**src/include/fm_defines.svh**
```systemverilog
//********************
// Register map and sequencer sizes for the FM register block
// Addresses are 8-bit values as seen on the host bus
//********************
`ifndef FM_DEFINES_SVH
`define FM_DEFINES_SVH

// Global register addresses
`define FM_REG_TEST    8'h01
`define FM_REG_KON     8'h08
`define FM_REG_NOISE   8'h0F
`define FM_REG_CLKA1   8'h10
`define FM_REG_CLKA2   8'h11
`define FM_REG_CLKB    8'h12
`define FM_REG_TIMER   8'h14
`define FM_REG_LFRQ    8'h18
`define FM_REG_PMDAMD  8'h19
`define FM_REG_CTW     8'h1B

`define FM_SLOTS       32   // Slots per round, op * 8 + ch
`define FM_CHANNELS    8
`define FM_BUSY_TICKS  32   // cen ticks per data write

`endif
```
**src/source/fm_pkg.sv**
```systemverilog
//********************
// Channel and operator parameter entries, update kinds
// Field widths follow the chip register layout
//********************
package fm_pkg;

    typedef struct packed {
        logic [1:0] rl;     // Left/right enables
        logic [2:0] fb;
        logic [2:0] con;    // Algorithm
        logic [6:0] kc;
        logic [5:0] kf;
        logic [2:0] pms;
        logic [1:0] ams;
    } ch_params_t;

    typedef struct packed {
        logic [2:0] dt1;
        logic [3:0] mul;
        logic [6:0] tl;
        logic [1:0] ks;
        logic [4:0] ar;
        logic       amsen;
        logic [4:0] d1r;
        logic [1:0] dt2;
        logic [4:0] d2r;
        logic [3:0] d1l;
        logic [3:0] rr;
    } op_params_t;

    // Field group touched by one data write
    typedef enum logic [3:0] {
        upd_none,
        upd_ch_rlfbcon,
        upd_ch_kc,
        upd_ch_kf,
        upd_ch_pmsams,
        upd_op_dt1mul,
        upd_op_tl,
        upd_op_ksar,
        upd_op_amsd1r,
        upd_op_dt2d2r,
        upd_op_d1lrr
    } upd_kind_t;

endpackage

```
**src/source/fm_regs_top.sv**
```systemverilog
//********************
// FM register side top level
// status = {busy, 5'b0, flag_b, flag_a}
//********************
`timescale 1ns/10ps

module fm_regs_top (
    input  logic               clk,
    input  logic               rst,
    input  logic               cen,
    input  logic [7:0]         din,
    input  logic               write,
    input  logic               a0,
    output logic [7:0]         status,
    output logic               irq,
    output logic [7:0]         test_mode,
    output logic               ne,
    output logic [4:0]         nfrq,
    output logic [7:0]         lfo_freq,
    output logic [1:0]         lfo_w,
    output logic [6:0]         lfo_amd,
    output logic [6:0]         lfo_pmd,
    output logic               lfo_up,
    output logic               ct1,
    output logic               ct2,
    output logic [4:0]         cur_slot,
    output logic               zero,
    output fm_pkg::ch_params_t cur_ch_params,
    output fm_pkg::op_params_t cur_op_params,
    output logic               keyon
);
    import fm_pkg::*;

    logic       busy, flag_a, flag_b, overflow_a, csm;
    logic [9:0] value_a;
    logic [7:0] value_b, upd_data, kon_data;
    logic       load_a, load_b, enable_irq_a, enable_irq_b;
    logic       clr_flag_a, clr_flag_b, kon_pulse;
    upd_kind_t  upd;
    logic [2:0] upd_ch;
    logic [1:0] upd_op;

    assign status = {busy, 5'b0, flag_b, flag_a};

    fm_mmr u_mmr (
        .clk (clk), .rst (rst), .cen (cen),
        .din (din), .write (write), .a0 (a0),
        .busy (busy), .test_mode (test_mode), .ne (ne), .nfrq (nfrq),
        .lfo_freq (lfo_freq), .lfo_w (lfo_w), .lfo_amd (lfo_amd),
        .lfo_pmd (lfo_pmd), .lfo_up (lfo_up), .ct1 (ct1), .ct2 (ct2),
        .value_a (value_a), .value_b (value_b), .load_a (load_a), .load_b (load_b),
        .enable_irq_a (enable_irq_a), .enable_irq_b (enable_irq_b),
        .clr_flag_a (clr_flag_a), .clr_flag_b (clr_flag_b), .csm (csm),
        .upd (upd), .upd_data (upd_data), .upd_ch (upd_ch), .upd_op (upd_op),
        .kon_pulse (kon_pulse), .kon_data (kon_data)
    );

    fm_slot_regs u_slot_regs (
        .clk (clk), .rst (rst), .cen (cen),
        .upd (upd), .upd_data (upd_data), .upd_ch (upd_ch), .upd_op (upd_op),
        .kon_pulse (kon_pulse), .kon_data (kon_data),
        .csm (csm), .overflow_a (overflow_a),
        .cur_slot (cur_slot), .zero (zero),
        .cur_ch_params (cur_ch_params), .cur_op_params (cur_op_params),
        .keyon (keyon)
    );

    fm_timers u_timers (
        .clk (clk), .rst (rst), .cen (cen),
        .value_a (value_a), .value_b (value_b), .load_a (load_a), .load_b (load_b),
        .enable_irq_a (enable_irq_a), .enable_irq_b (enable_irq_b),
        .clr_flag_a (clr_flag_a), .clr_flag_b (clr_flag_b),
        .flag_a (flag_a), .flag_b (flag_b), .irq (irq), .overflow_a (overflow_a)
    );

endmodule

```
**src/source/fm_slot_regs.sv**
```systemverilog
//********************
// Slot sequencer and per-channel/per-operator parameter store
// Updates are read-modify-write through the table read port,
// taken on a clock without cen; outputs hold a copy meanwhile
// Key-on bit for operator n comes from kon_data bit 3+n
//********************
`timescale 1ns/10ps
`include "fm_defines.svh"

module fm_slot_regs (
    input  logic               clk,
    input  logic               rst,
    input  logic               cen,
    input  fm_pkg::upd_kind_t  upd,
    input  logic [7:0]         upd_data,
    input  logic [2:0]         upd_ch,
    input  logic [1:0]         upd_op,
    input  logic               kon_pulse,
    input  logic [7:0]         kon_data,
    input  logic               csm,
    input  logic               overflow_a,
    output logic [4:0]         cur_slot,
    output logic               zero,
    output fm_pkg::ch_params_t cur_ch_params,
    output fm_pkg::op_params_t cur_op_params,
    output logic               keyon
);
    import fm_pkg::*;

    logic [4:0]         next_slot;
    upd_kind_t          kind_now, pend_kind, wr_kind;
    logic               rmw_rd, ch_we, op_we, shadow_on;
    ch_params_t         ch_rd, ch_copy;
    op_params_t         op_rd, op_copy;
    logic [`FM_SLOTS-1:0] kon_bits;

    function automatic ch_params_t merge_ch(input ch_params_t e, input upd_kind_t k,
                                            input logic [7:0] d);
        ch_params_t r;
        r = e;
        case (k)
            upd_ch_rlfbcon: {r.rl, r.fb, r.con} = d;
            upd_ch_kc:      r.kc = d[6:0];
            upd_ch_kf:      r.kf = d[7:2];
            upd_ch_pmsams:  {r.pms, r.ams} = {d[6:4], d[1:0]};
            default: ;
        endcase
        return r;
    endfunction

    function automatic op_params_t merge_op(input op_params_t e, input upd_kind_t k,
                                            input logic [7:0] d);
        op_params_t r;
        r = e;
        case (k)
            upd_op_dt1mul: {r.dt1, r.mul} = d[6:0];
            upd_op_tl:     r.tl = d[6:0];
            upd_op_ksar:   {r.ks, r.ar} = {d[7:6], d[4:0]};
            upd_op_amsd1r: {r.amsen, r.d1r} = {d[7], d[4:0]};
            upd_op_dt2d2r: {r.dt2, r.d2r} = {d[7:6], d[4:0]};
            upd_op_d1lrr:  {r.d1l, r.rr} = d;
            default: ;
        endcase
        return r;
    endfunction

    assign next_slot = cur_slot + 5'd1;
    assign zero      = (cur_slot == 5'd0);
    assign kind_now  = (upd != upd_none) ? upd : pend_kind;
    assign rmw_rd    = (kind_now != upd_none) && !cen;  // Port free of playback
    assign ch_we     = wr_kind inside {upd_ch_rlfbcon, upd_ch_kc, upd_ch_kf, upd_ch_pmsams};
    assign op_we     = (wr_kind != upd_none) && !ch_we;

    assign cur_ch_params = shadow_on ? ch_copy : ch_rd;
    assign cur_op_params = shadow_on ? op_copy : op_rd;

    always_ff @(posedge clk or posedge rst) begin
        if (rst) begin
            cur_slot  <= 5'd0;
            pend_kind <= upd_none;
            wr_kind   <= upd_none;
            shadow_on <= 1'b0;
            kon_bits  <= '0;
            keyon     <= 1'b0;
        end else begin
            pend_kind <= (kind_now != upd_none && cen) ? kind_now : upd_none;
            wr_kind   <= rmw_rd ? kind_now : upd_none;
            if (cen) begin
                cur_slot  <= next_slot;
                keyon     <= kon_bits[next_slot];
                shadow_on <= 1'b0;
            end else if (rmw_rd) begin
                shadow_on <= 1'b1;
            end
            if (csm && overflow_a) begin
                kon_bits <= '1;     // CSM turns on every slot
            end else if (kon_pulse) begin
                for (int op = 0; op < 4; op++) begin
                    kon_bits[op * `FM_CHANNELS + kon_data[2:0]] <= kon_data[3 + op];
                end
            end
        end
    end

    // Playback value kept while the read port serves an update
    always_ff @(posedge clk) begin
        if (rmw_rd) begin
            ch_copy <= cur_ch_params;
            op_copy <= cur_op_params;
        end
    end

    fm_param_table #(.entry_t(ch_params_t), .DEPTH(`FM_CHANNELS)) u_ch_table (
        .clk   (clk),
        .rst   (rst),
        .we    (ch_we),
        .waddr (upd_ch),
        .wdata (merge_ch(ch_rd, wr_kind, upd_data)),
        .ren   (cen | rmw_rd),
        .raddr (rmw_rd ? upd_ch : next_slot[2:0]),
        .rdata (ch_rd)
    );

    fm_param_table #(.entry_t(op_params_t), .DEPTH(`FM_SLOTS)) u_op_table (
        .clk   (clk),
        .rst   (rst),
        .we    (op_we),
        .waddr ({upd_op, upd_ch}),
        .wdata (merge_op(op_rd, wr_kind, upd_data)),
        .ren   (cen | rmw_rd),
        .raddr (rmw_rd ? {upd_op, upd_ch} : next_slot),
        .rdata (op_rd)
    );

endmodule

```
**src/source/fm_timers.sv**
```systemverilog
//********************
// Timer A and timer B with flags and interrupt
// A timer sits at its reload value while its load bit is low
// Timer B advances once per 16 cen ticks
//********************
`timescale 1ns/10ps

module fm_timers (
    input  logic       clk,
    input  logic       rst,
    input  logic       cen,
    input  logic [9:0] value_a,
    input  logic [7:0] value_b,
    input  logic       load_a,
    input  logic       load_b,
    input  logic       enable_irq_a,
    input  logic       enable_irq_b,
    input  logic       clr_flag_a,
    input  logic       clr_flag_b,
    output logic       flag_a,
    output logic       flag_b,
    output logic       irq,
    output logic       overflow_a
);
    logic [9:0] cnt_a;
    logic [7:0] cnt_b;
    logic [3:0] pre_b;      // Timer B prescaler
    logic       tick_b, overflow_b;

    assign tick_b     = cen && (pre_b == 4'hF);
    assign overflow_a = cen && load_a && (cnt_a == 10'h3FF);
    assign overflow_b = tick_b && load_b && (cnt_b == 8'hFF);
    assign irq        = flag_a | flag_b;

    always_ff @(posedge clk or posedge rst) begin
        if (rst) begin
            cnt_a  <= 10'd0;
            flag_a <= 1'b0;
        end else begin
            if (!load_a || overflow_a) cnt_a <= value_a;
            else if (cen)              cnt_a <= cnt_a + 10'd1;
            if (overflow_a && enable_irq_a) flag_a <= 1'b1;
            else if (clr_flag_a)            flag_a <= 1'b0;
        end
    end

    always_ff @(posedge clk or posedge rst) begin
        if (rst) begin
            pre_b  <= 4'd0;
            cnt_b  <= 8'd0;
            flag_b <= 1'b0;
        end else begin
            if (cen) pre_b <= pre_b + 4'd1;
            if (!load_b || overflow_b) cnt_b <= value_b;
            else if (tick_b)           cnt_b <= cnt_b + 8'd1;
            if (overflow_b && enable_irq_b) flag_b <= 1'b1;
            else if (clr_flag_b)            flag_b <= 1'b0;
        end
    end

endmodule

```
**src/source/fm_mmr.sv**
```systemverilog
//********************
// Host bus decode and global registers
// Host must wait for busy to drop before the next data write
// Addresses 0x20 and up leave as one-clock update pulses
//********************
`timescale 1ns/10ps
`include "fm_defines.svh"

module fm_mmr (
    input  logic              clk,
    input  logic              rst,
    input  logic              cen,
    input  logic [7:0]        din,
    input  logic              write,
    input  logic              a0,
    output logic              busy,
    output logic [7:0]        test_mode,
    output logic              ne,
    output logic [4:0]        nfrq,
    output logic [7:0]        lfo_freq,
    output logic [1:0]        lfo_w,
    output logic [6:0]        lfo_amd,
    output logic [6:0]        lfo_pmd,
    output logic              lfo_up,
    output logic              ct1,
    output logic              ct2,
    output logic [9:0]        value_a,
    output logic [7:0]        value_b,
    output logic              load_a,
    output logic              load_b,
    output logic              enable_irq_a,
    output logic              enable_irq_b,
    output logic              clr_flag_a,
    output logic              clr_flag_b,
    output logic              csm,
    output fm_pkg::upd_kind_t upd,
    output logic [7:0]        upd_data,
    output logic [2:0]        upd_ch,
    output logic [1:0]        upd_op,
    output logic              kon_pulse,
    output logic [7:0]        kon_data
);
    import fm_pkg::*;

    logic [7:0] reg_sel;    // Address selected by the last a0=0 write
    logic [4:0] busy_cnt;
    logic       data_wr;

    assign data_wr = write & a0;

    always_ff @(posedge clk or posedge rst) begin
        if (rst) begin
            reg_sel      <= 8'd0;
            test_mode    <= 8'd0;
            {ne, nfrq}   <= 6'd0;
            lfo_freq     <= 8'd0;
            lfo_w        <= 2'd0;
            lfo_amd      <= 7'd0;
            lfo_pmd      <= 7'd0;
            lfo_up       <= 1'b0;
            {ct2, ct1}   <= 2'd0;
            value_a      <= 10'd0;
            value_b      <= 8'd0;
            {enable_irq_b, enable_irq_a, load_b, load_a} <= 4'd0;
            {clr_flag_b, clr_flag_a} <= 2'd0;
            csm          <= 1'b0;
            kon_pulse    <= 1'b0;
            upd          <= upd_none;
        end else begin
            // Strobes last a single clock
            lfo_up     <= 1'b0;
            clr_flag_a <= 1'b0;
            clr_flag_b <= 1'b0;
            kon_pulse  <= 1'b0;
            upd        <= upd_none;
            if (write && !a0) begin
                reg_sel <= din;
            end
            if (data_wr && reg_sel < 8'h20) begin
                case (reg_sel)
                    `FM_REG_TEST:  test_mode <= din;
                    `FM_REG_KON:   kon_pulse <= 1'b1;
                    `FM_REG_NOISE: {ne, nfrq} <= {din[7], din[4:0]};
                    `FM_REG_CLKA1: value_a[9:2] <= din;
                    `FM_REG_CLKA2: value_a[1:0] <= din[1:0];
                    `FM_REG_CLKB:  value_b <= din;
                    `FM_REG_TIMER: begin
                        csm <= din[7];
                        {clr_flag_b, clr_flag_a, enable_irq_b, enable_irq_a,
                         load_b, load_a} <= din[5:0];
                    end
                    `FM_REG_LFRQ: begin
                        lfo_freq <= din;
                        lfo_up   <= 1'b1;   // Tells the LFO to restart its period
                    end
                    `FM_REG_PMDAMD: begin
                        if (din[7]) lfo_pmd <= din[6:0];
                        else        lfo_amd <= din[6:0];
                    end
                    `FM_REG_CTW: begin
                        {ct2, ct1} <= din[7:6];
                        lfo_w      <= din[1:0];
                    end
                    default: ;      // Unmapped, ignored
                endcase
            end else if (data_wr) begin
                if (reg_sel[7:5] == 3'd1) begin
                    // 0x20..0x3F, channel group in bits 4..3
                    case (reg_sel[4:3])
                        2'd0:    upd <= upd_ch_rlfbcon;
                        2'd1:    upd <= upd_ch_kc;
                        2'd2:    upd <= upd_ch_kf;
                        default: upd <= upd_ch_pmsams;
                    endcase
                end else begin
                    case (reg_sel[7:5])
                        3'd2:    upd <= upd_op_dt1mul;
                        3'd3:    upd <= upd_op_tl;
                        3'd4:    upd <= upd_op_ksar;
                        3'd5:    upd <= upd_op_amsd1r;
                        3'd6:    upd <= upd_op_dt2d2r;
                        default: upd <= upd_op_d1lrr;
                    endcase
                end
            end
        end
    end

    // Payload held until the next data write
    always_ff @(posedge clk) begin
        if (data_wr) begin
            upd_data <= din;
            upd_ch   <= reg_sel[2:0];
            upd_op   <= reg_sel[4:3];
            if (reg_sel == `FM_REG_KON) kon_data <= din;
        end
    end

    // Busy spans 32 cen ticks, restarted by every data write
    always_ff @(posedge clk or posedge rst) begin
        if (rst) begin
            busy     <= 1'b0;
            busy_cnt <= 5'd0;
        end else if (data_wr) begin
            busy     <= 1'b1;
            busy_cnt <= 5'd0;
        end else if (cen && busy) begin
            busy_cnt <= busy_cnt + 5'd1;
            if (busy_cnt == 5'(`FM_BUSY_TICKS - 1)) busy <= 1'b0;
        end
    end

endmodule

```
**src/source/fm_param_table.sv**
```systemverilog
//********************
// Small register table, one write and one registered read port
// rdata holds its value while ren is low
// Contents clear to zero on reset
//********************
`timescale 1ns/10ps

module fm_param_table #(
    parameter type entry_t = logic [7:0],
    parameter int  DEPTH   = 8
) (
    input  logic                     clk,
    input  logic                     rst,
    input  logic                     we,
    input  logic [$clog2(DEPTH)-1:0] waddr,
    input  entry_t                   wdata,
    input  logic                     ren,
    input  logic [$clog2(DEPTH)-1:0] raddr,
    output entry_t                   rdata
);
    entry_t mem [DEPTH];

    always_ff @(posedge clk or posedge rst) begin
        if (rst) begin
            for (int i = 0; i < DEPTH; i++) begin
                mem[i] <= '0;
            end
            rdata <= '0;
        end else begin
            if (we) mem[waddr] <= wdata;
            if (ren) rdata <= mem[raddr];   // Old data when read and write collide
        end
    end

endmodule

```
**config.mk**
```make
export PLATFORM = sky130hd
export DESIGN_NAME = fm_regs_top
export DESIGN_NICKNAME = d
export VERILOG_FILES = /design/src/source/fm_pkg.sv /design/src/source/fm_regs_top.sv /design/src/source/fm_slot_regs.sv /design/src/source/fm_timers.sv /design/src/source/fm_mmr.sv /design/src/source/fm_param_table.sv
export VERILOG_INCLUDE_DIRS = /design/src /design/src/include
export SDC_FILE = /design/constraint.sdc
export NUM_CORES = 2
export LEC_CHECK = 0
export ABC_AREA = 0
export BUFFER_PORTS_ARGS = -buffer_cell sky130_fd_sc_hd__buf_4
export CORE_ASPECT_RATIO = 0.6
export CORE_MARGIN = 2
export CORE_UTILIZATION = 35
export CTS_BUF_LIST = sky130_fd_sc_hd__clkbuf_4 sky130_fd_sc_hd__clkbuf_8
export DETAILED_ROUTE_END_ITERATION = 7
export PLACE_DENSITY_LB_ADDON = 0.2
export SYNTH_ARGS = -nofsm -noshare
export SYNTH_HDL_FRONTEND = slang
export SYNTH_SLANG_ARGS = --single-unit
```
**constraint.sdc**
```tcl
create_clock -name clk -period 74.7 [get_ports clk]
set_clock_uncertainty 0.1 [all_clocks]
set_input_delay 7.47 -clock clk [delete_from_list [all_inputs] [get_ports clk]]
set_output_delay 7.47 -clock clk [all_outputs]
set_load 0.1 [all_outputs]
```
-- Word-level counts from Yosys, hierarchy flattened
Cells that the tools add are included.
- flip-flop bits (word level): 1864
- output and inout bits: 125
- logic and storage cells: 674
- input port bits: 13
- bitwise gates (word level): 8
- muxes and demuxes: 73
- $add $sub $neg: 8
- reduce and logical (&&, ||, !) cells: 53
- order comparisons: 16
- equality and inequality tests: 32
- operators by type and width (operator ; count):
    bitwise mux 1344 bit ; 1
    binary-select mux 42 bit (select 5 bit) ; 1
    demux 42 bit (select 5 bit) ; 1
    bitwise mux 208 bit ; 1
    2-to-1 mux 42 bit ; 4
    bitwise mux 32 bit ; 4
    2-to-1 mux 26 bit ; 4
    >= comparator 32 x 1 -> 1 bit (second input constant) ; 3
    < comparator 32 x 6 -> 1 bit (second input constant) ; 3
    binary-select mux 26 bit (select 3 bit) ; 1
    demux 26 bit (select 3 bit) ; 1
    2-to-1 mux 32 bit ; 2
    == test 8 x 5 -> 1 bit (second input constant) ; 7
    2-to-1 mux 7 bit ; 5
    2-to-1 mux 8 bit ; 4
    2-to-1 mux 4 bit ; 6
    2-to-1 mux 1 bit ; 22
    logical AND 1 bit ; 20
    2-to-1 mux 10 bit ; 2
    2-to-1 mux 5 bit ; 4
    one-hot mux 4 bit (5 select lines) ; 1
    AND reduction 2 bit ; 10
    == test 4 x 3 -> 1 bit (second input constant) ; 4
    == test 4 bit (second input constant) ; 4
    44 further kinds ; 75

-- Logic depth before layout (Yosys ltp)
- depth in word-level cells: 10
- depth in mapped cells: 12
- depth with buffers taken out: 8

-- Cells and area by module
From an unflattened synthesis, not the netlist that was laid out.
- cell total of the unflattened synthesis: 6114
- area, all modules: 85628.4 µm²
- by module, submodules not included (module ; area an instance (µm²) ; cells each ; seq. area each (µm²) ; instances):
    fm_param_table at u_slot_regs.u_op_table ; 63319.5 ; 4484 ; 34683.3 ; 1
    fm_param_table at u_slot_regs.u_ch_table ; 10573.9 ; 743 ; 5855.6 ; 1
    fm_slot_regs ; 6098.3 ; 451 ; 3218.1 ; 1
    fm_mmr ; 4120.2 ; 265 ; 2757.6 ; 1
    fm_timers ; 1452.6 ; 162 ; 600.6 ; 1
    fm_regs_top ; 63.8 ; 9 ; 0.0 ; 1

-- Worst setup path after synthesis
No wires, ideal clock.
- path type: reg2out
- start: register u_slot_regs.cur_slot[2]
- end: output zero
- stages on the path, launching flop included: 3
- data required time: 67.130 ns
- arrival time: 4.212 ns
- buffers on the path: 1
- setup slack: 62.918 ns
- path through: dfrtp_1 buf_2 nor4b_1
- word-level cells in the longest chain between the ends: 1
- RTL lines (item ; line ; text):
    start, declared ; fm_slot_regs.sv:22 ; output logic [4:0] cur_slot,
    start signal, assigned ; fm_slot_regs.sv:89 ; cur_slot <= next_slot;
    zero test 5 bit ; fm_slot_regs.sv:68 ; assign zero = (cur_slot == 5'd0);
    end, declared ; fm_regs_top.sv:27 ; output logic zero,
Every way passes these cells.

-- Worst setup path in the final report
- start: input cen
- end: register u_slot_regs.u_op_table.rdata[21] in the netlist's numbering
- word-level cells in the longest chain between the ends: 7
- elaborated cells on any way between the ends: 8
- those cells by class: mux: 4; bitwise: 2; reduce/logical: 2
- RTL lines (item ; line ; text):
    start, declared ; fm_regs_top.sv:10 ; input logic cen,
    zero test 1 bit ; fm_slot_regs.sv:70 ; assign rmw_rd = (kind_now != upd_none) && !cen;
    logical AND 1 bit ; fm_slot_regs.sv:70 ;
    2-to-1 mux 5 bit ; fm_slot_regs.sv:131 ; .raddr (rmw_rd ? {upd_op, upd_ch} : next_slot),
    NOT 5 -> 6 bit (implied by the code) ; fm_param_table.sv:31 ; if (ren) rdata <= mem[raddr];
    binary-select mux 42 bit (select 5 bit) ; fm_param_table.sv:31 ;
    2-to-1 mux 42 bit (implied by the code) (2 in series) ; fm_param_table.sv:31 ;
    end signal, assigned ; fm_param_table.sv:31 ;
    end, declared ; fm_param_table.sv:19 ; output entry_t rdata
Several ways; a longest one is shown, not always the timed one. The select of a mux whose other input is x is not followed.
A chain may end at the register's enable or synchronous reset.

==> results.yml <==
run_status:
  status: "finished clean"
timing:
  setup_viol: 0
  timing_hold_violations_final: 0
  timing.final.ws_setup_ns: 62.83
  hold_slack_ns: 0.335
  timing.final.crit_period_ns: 11.87
  highest_attainable_clock_frequency_mhz: 84.3
  grt_setup_unrepaired: "false"
  timing.setup.tns_ns: 0
  period_utilisation_layout_pct: 15.9
  final-max-slew-violation-count: 0
  worst_slew_margin_rel_pct: 8.81
  tightest_slew_ns: 1.36
setup_path:
  critical_path.endpoint: "u_slot_regs.u_op_table.rdata[21]"
  critical_path.max_stage_delay_ns: 0.91
  crit_path_max_fanout: 67
  r2r_end: "u_slot_regs.u_op_table.rdata[21]"
  regToRegSetupSlack_ns: 68.95
  timing.critical_path.arrival_ns: 12.54
  crit_path_start_kind: "input port"
  critical_path.endpoint_type: "flip-flop"
  r2r.worst_path.cells: 10
  worst_r2r_startpoint: "u_slot_regs.pend_kind[1]"
  worst_setup_path_startpoint: "cen"
  worst-setup-path-type: "input port to flip-flop"
  required_time_worst_endpoint_ns: 75.37
  critical-path-top-cell-by-count: "sky130_fd_sc_hd__buf_4"
  cp_slowest_cell: "sky130_fd_sc_hd__buf_4"
  cell_chain_of_the_critical_path: "buf_4 -> a211oi_1 -> a21o_4 -> buf_4 -> buf_4 -> buf_4 -> mux2i_1 -> a221oi_1 -> a211oi_1 -> o2111ai_1"
place:
  dpl_cell_area_sq_um: 85400
  dpl_worst_slack_ns: 61.75
  port-buffer-count: 132
  place.gp.congestion: 0.803
  placedCellCount: 11200
  dpl.hpwl_mm: 159
clocking:
  post_cts_hold_buffer_count: 0
  cts_buffer_depth: 4
  cts_root_buffer_type: "sky130_fd_sc_hd__clkbuf_8"
  worst_skew_pair.late_latency_ns: 0.94
  numCtsBuffers: 290
  postCtsResizedCells: 0
  cts.clk_slew.worst_paths_ns: 0.07
  postCtsSetupBuffers: 0
  cts_htree_levels: 5
  cts_num_sinks: 1864
  cts_tree: "built"
drt:
  first_drt_pass_iteration_count: 8
  drc_errors: 0
  via_per_inst: 5.61
  drt_initial_violations: 7793
  avgRoutedWirePerCell_microns: 25.4
  routed-via-count: 65500
  antenna_left: 0
  routed_wl_mm: 297
layout:
  finish.instance_area_sq_um: 91500
  syn_to_final_growth_pct: 12.2
  final.fill_count: 22900
  final_core_utilization_pct: 39.4
  design.final.nets: 8345
  drive_gt1_share_pct: 12.7
  non_filler_cells_final: 11700
synth:
  postSynthRegisterBits: 1864
  synth_enable_flop_cells: 88
  ys.warnings.count: 0
  seq_area_frac_synth_pct: 57.7
  synthesis.area_per_instance_sq_um: 9.57
  syn_inst: 8519
  netlist-cell-type-count: 66
  ys_async_sr_fraction_pct: 95.3
  synth.cell_area_sq_um: 81600
  most_instantiated_flip_flop_cell_in_the_synthesis_netlist: "sky130_fd_sc_hd__dfrtp_1"
pwr:
  pwr-share-seq_pct: 35.4
  netSwitchingPower_mw: 1.53
  pwr-share-clk_pct: 26.2
  power_report.internal_total_mw: 2.01
  power.density_cell_area_nw_per_um2: 38.7
  leakagePower_nw: 39.7
  power.switching_fraction_pct: 43.2
  share_comb_of_total_power_pct: 38.4
  ir_worst_vdd_uv: 53.3
  power.total_mw: 3.54
grt:
  grt_usage_pct: 24.7
  initial_antenna_violation_count: 11
  via_count_of_the_first_global_routing_pass: 62000
  globalRouteMet3Util_pct: 4.32
  grt_max_degree: 171
  grt-busiest-layer: "met1"
  grtUsageMet2_pct: 35.0
  met1_usage_pct: 38.5
  globalRouteOverflowTotal: 0
  grt_pass1_wl_mm: 436
floorplan:
  core_sq_um: 232000
  die_h_microns: 378
  die_area_sq_um: 237000
  floorplan.initialDensity_pct: 35.1
  num_rows: 137
  die_x_microns: 627
  io_pins: 138
min_path:
  worstHoldPathType: "flip-flop to flip-flop"
job:
  cap_viol_max_count: 0
==> layout by cell type (no fill, tap or decap), types with 86 or more instances in the layout <==
master	count
sky130_fd_sc_hd__a21oi_1	1071
sky130_fd_sc_hd__a221oi_1	168
sky130_fd_sc_hd__mux2i_1	314
sky130_fd_sc_hd__nand2_1	1498
sky130_fd_sc_hd__clkbuf_4	98
sky130_fd_sc_hd__mux2_2	132
sky130_fd_sc_hd__nand3_1	156
sky130_fd_sc_hd__clkbuf_8	360
sky130_fd_sc_hd__buf_4	302
sky130_fd_sc_hd__o22ai_1	86
sky130_fd_sc_hd__a31oi_1	114
sky130_fd_sc_hd__dfrtp_1	1775
sky130_fd_sc_hd__edfxtp_1	88
sky130_fd_sc_hd__a211oi_1	139
sky130_fd_sc_hd__o21ai_0	718
sky130_fd_sc_hd__nor2_1	932
==> cell usage after synthesis, types with 15 or more instances <==
library cell,instances,share of area (%)
sky130_fd_sc_hd__dfrtp_1,1776,54
sky130_fd_sc_hd__nand2_1,1513,7.0
sky130_fd_sc_hd__a21oi_1,1072,6.6
sky130_fd_sc_hd__nor2_1,954,4.4
sky130_fd_sc_hd__o21ai_0,718,4.4
sky130_fd_sc_hd__clkbuf_1,562,2.6
sky130_fd_sc_hd__mux2i_1,359,4.4
sky130_fd_sc_hd__a221oi_1,168,1.8
sky130_fd_sc_hd__nand3_1,160,0.98
sky130_fd_sc_hd__buf_2,145,0.89
sky130_fd_sc_hd__a211oi_1,139,1.3
sky130_fd_sc_hd__mux2_2,132,1.8
sky130_fd_sc_hd__a31oi_1,115,0.88
sky130_fd_sc_hd__edfxtp_1,88,3.2
sky130_fd_sc_hd__o22ai_1,87,0.67
sky130_fd_sc_hd__a21boi_0,84,0.77
sky130_fd_sc_hd__buf_1,73,0.34
sky130_fd_sc_hd__o21ai_1,49,0.30
sky130_fd_sc_hd__inv_1,47,0.22
sky130_fd_sc_hd__a32oi_1,44,0.47
sky130_fd_sc_hd__o2111ai_1,41,0.44
sky130_fd_sc_hd__a311oi_1,26,0.28
sky130_fd_sc_hd__buf_4,23,0.21
sky130_fd_sc_hd__nor3_1,15,0.092
==> worst min path at each step <==
stage / end / cells past startpoint / start
detailed placement: u_timers.flag_b / 1 / u_mmr.clr_flag_b
global placement: u_timers.flag_b / 1 / u_mmr.clr_flag_b
global route: u_timers.flag_b / 1 / u_mmr.clr_flag_b
CTS: u_timers.flag_b / 1 / u_mmr.clr_flag_b
floorplan: u_timers.flag_b / 1 / u_mmr.clr_flag_b
finish: u_timers.flag_b / 1 / u_mmr.clr_flag_b
==> cells by family (layout without fill, tap and decap cells) <==
logic type	after synthesis	in the layout	share of synthesized area, %
other cells	1	9	0.00460
flops	1864	1864	57.7
fa+ha+maj	10	10	0.153
mux	501	501	6.50
buf+inv	854	870	4.29
xor+xnor	16	16	0.172
compound gates	2561	2561	18.1
simple gates	2712	2712	13.0
==> state kept, by name, summed over array words and instances, names as in the netlist, 5 cells and up <==
name / flops
u_slot_regs.op_copy: 42
u_mmr.test_mode: 8
u_mmr.lfo_pmd: 7
u_mmr.lfo_freq: 8
u_mmr.value_a: 10
u_slot_regs.u_op_table.mem: 1344
u_slot_regs.ch_copy: 26
u_slot_regs.cur_slot: 5
u_mmr.upd_data: 8
u_mmr.busy_cnt: 5
u_slot_regs.u_ch_table.mem: 208
u_timers.cnt_a: 10
u_mmr.kon_data: 7
u_slot_regs.kon_bits: 32
u_mmr.value_b: 8
u_mmr.lfo_amd: 7
u_timers.cnt_b: 8
u_mmr.reg_sel: 8
u_slot_regs.u_ch_table.rdata: 26
u_mmr.nfrq: 5
u_slot_regs.u_op_table.rdata: 42
==> per-layer routing <==
metal,vias up,wire length (microns),part of all wire [%]
met2,2766,123000,41
met5,-,52,0.018
met4,6,7310,2.5
met1,33200,142000,48
li1,29100,-,-
met3,451,24200,8.1
==> power by group through the flow <==
stage	logic, mW	clock network, mW	registers [mW]
2_1_floorplan	0.860	0	1.26
6_report	1.36	0.929	1.25
5_1_grt	1.44	0.993	1.27
3_3_place_gp	1.33	0	1.27
3_5_place_dp	1.34	0	1.27
4_1_cts	1.34	0.947	1.25
==> layout make-up <==
cell class              instances  area [sq um]  share of cell area (%)
diodes                          4          10.0                  0.0109
multi-input cells            5805         31700                    34.6
repair buffers                313          2490                    2.72
flip-flops and latches       1864         47100                    51.5
inverters                      48           195                   0.213
clock inverters                51           409                   0.447
well taps                    3127          3910                    4.28
clock buffers                 458          5690                    6.22
==> critical path: cells and delay by family <==
kind            cells  cell delay, ns
buf+inv             4            2.81
compound gates      5            1.78
mux                 1            0.32
Power figures use the tool's default switching activity.
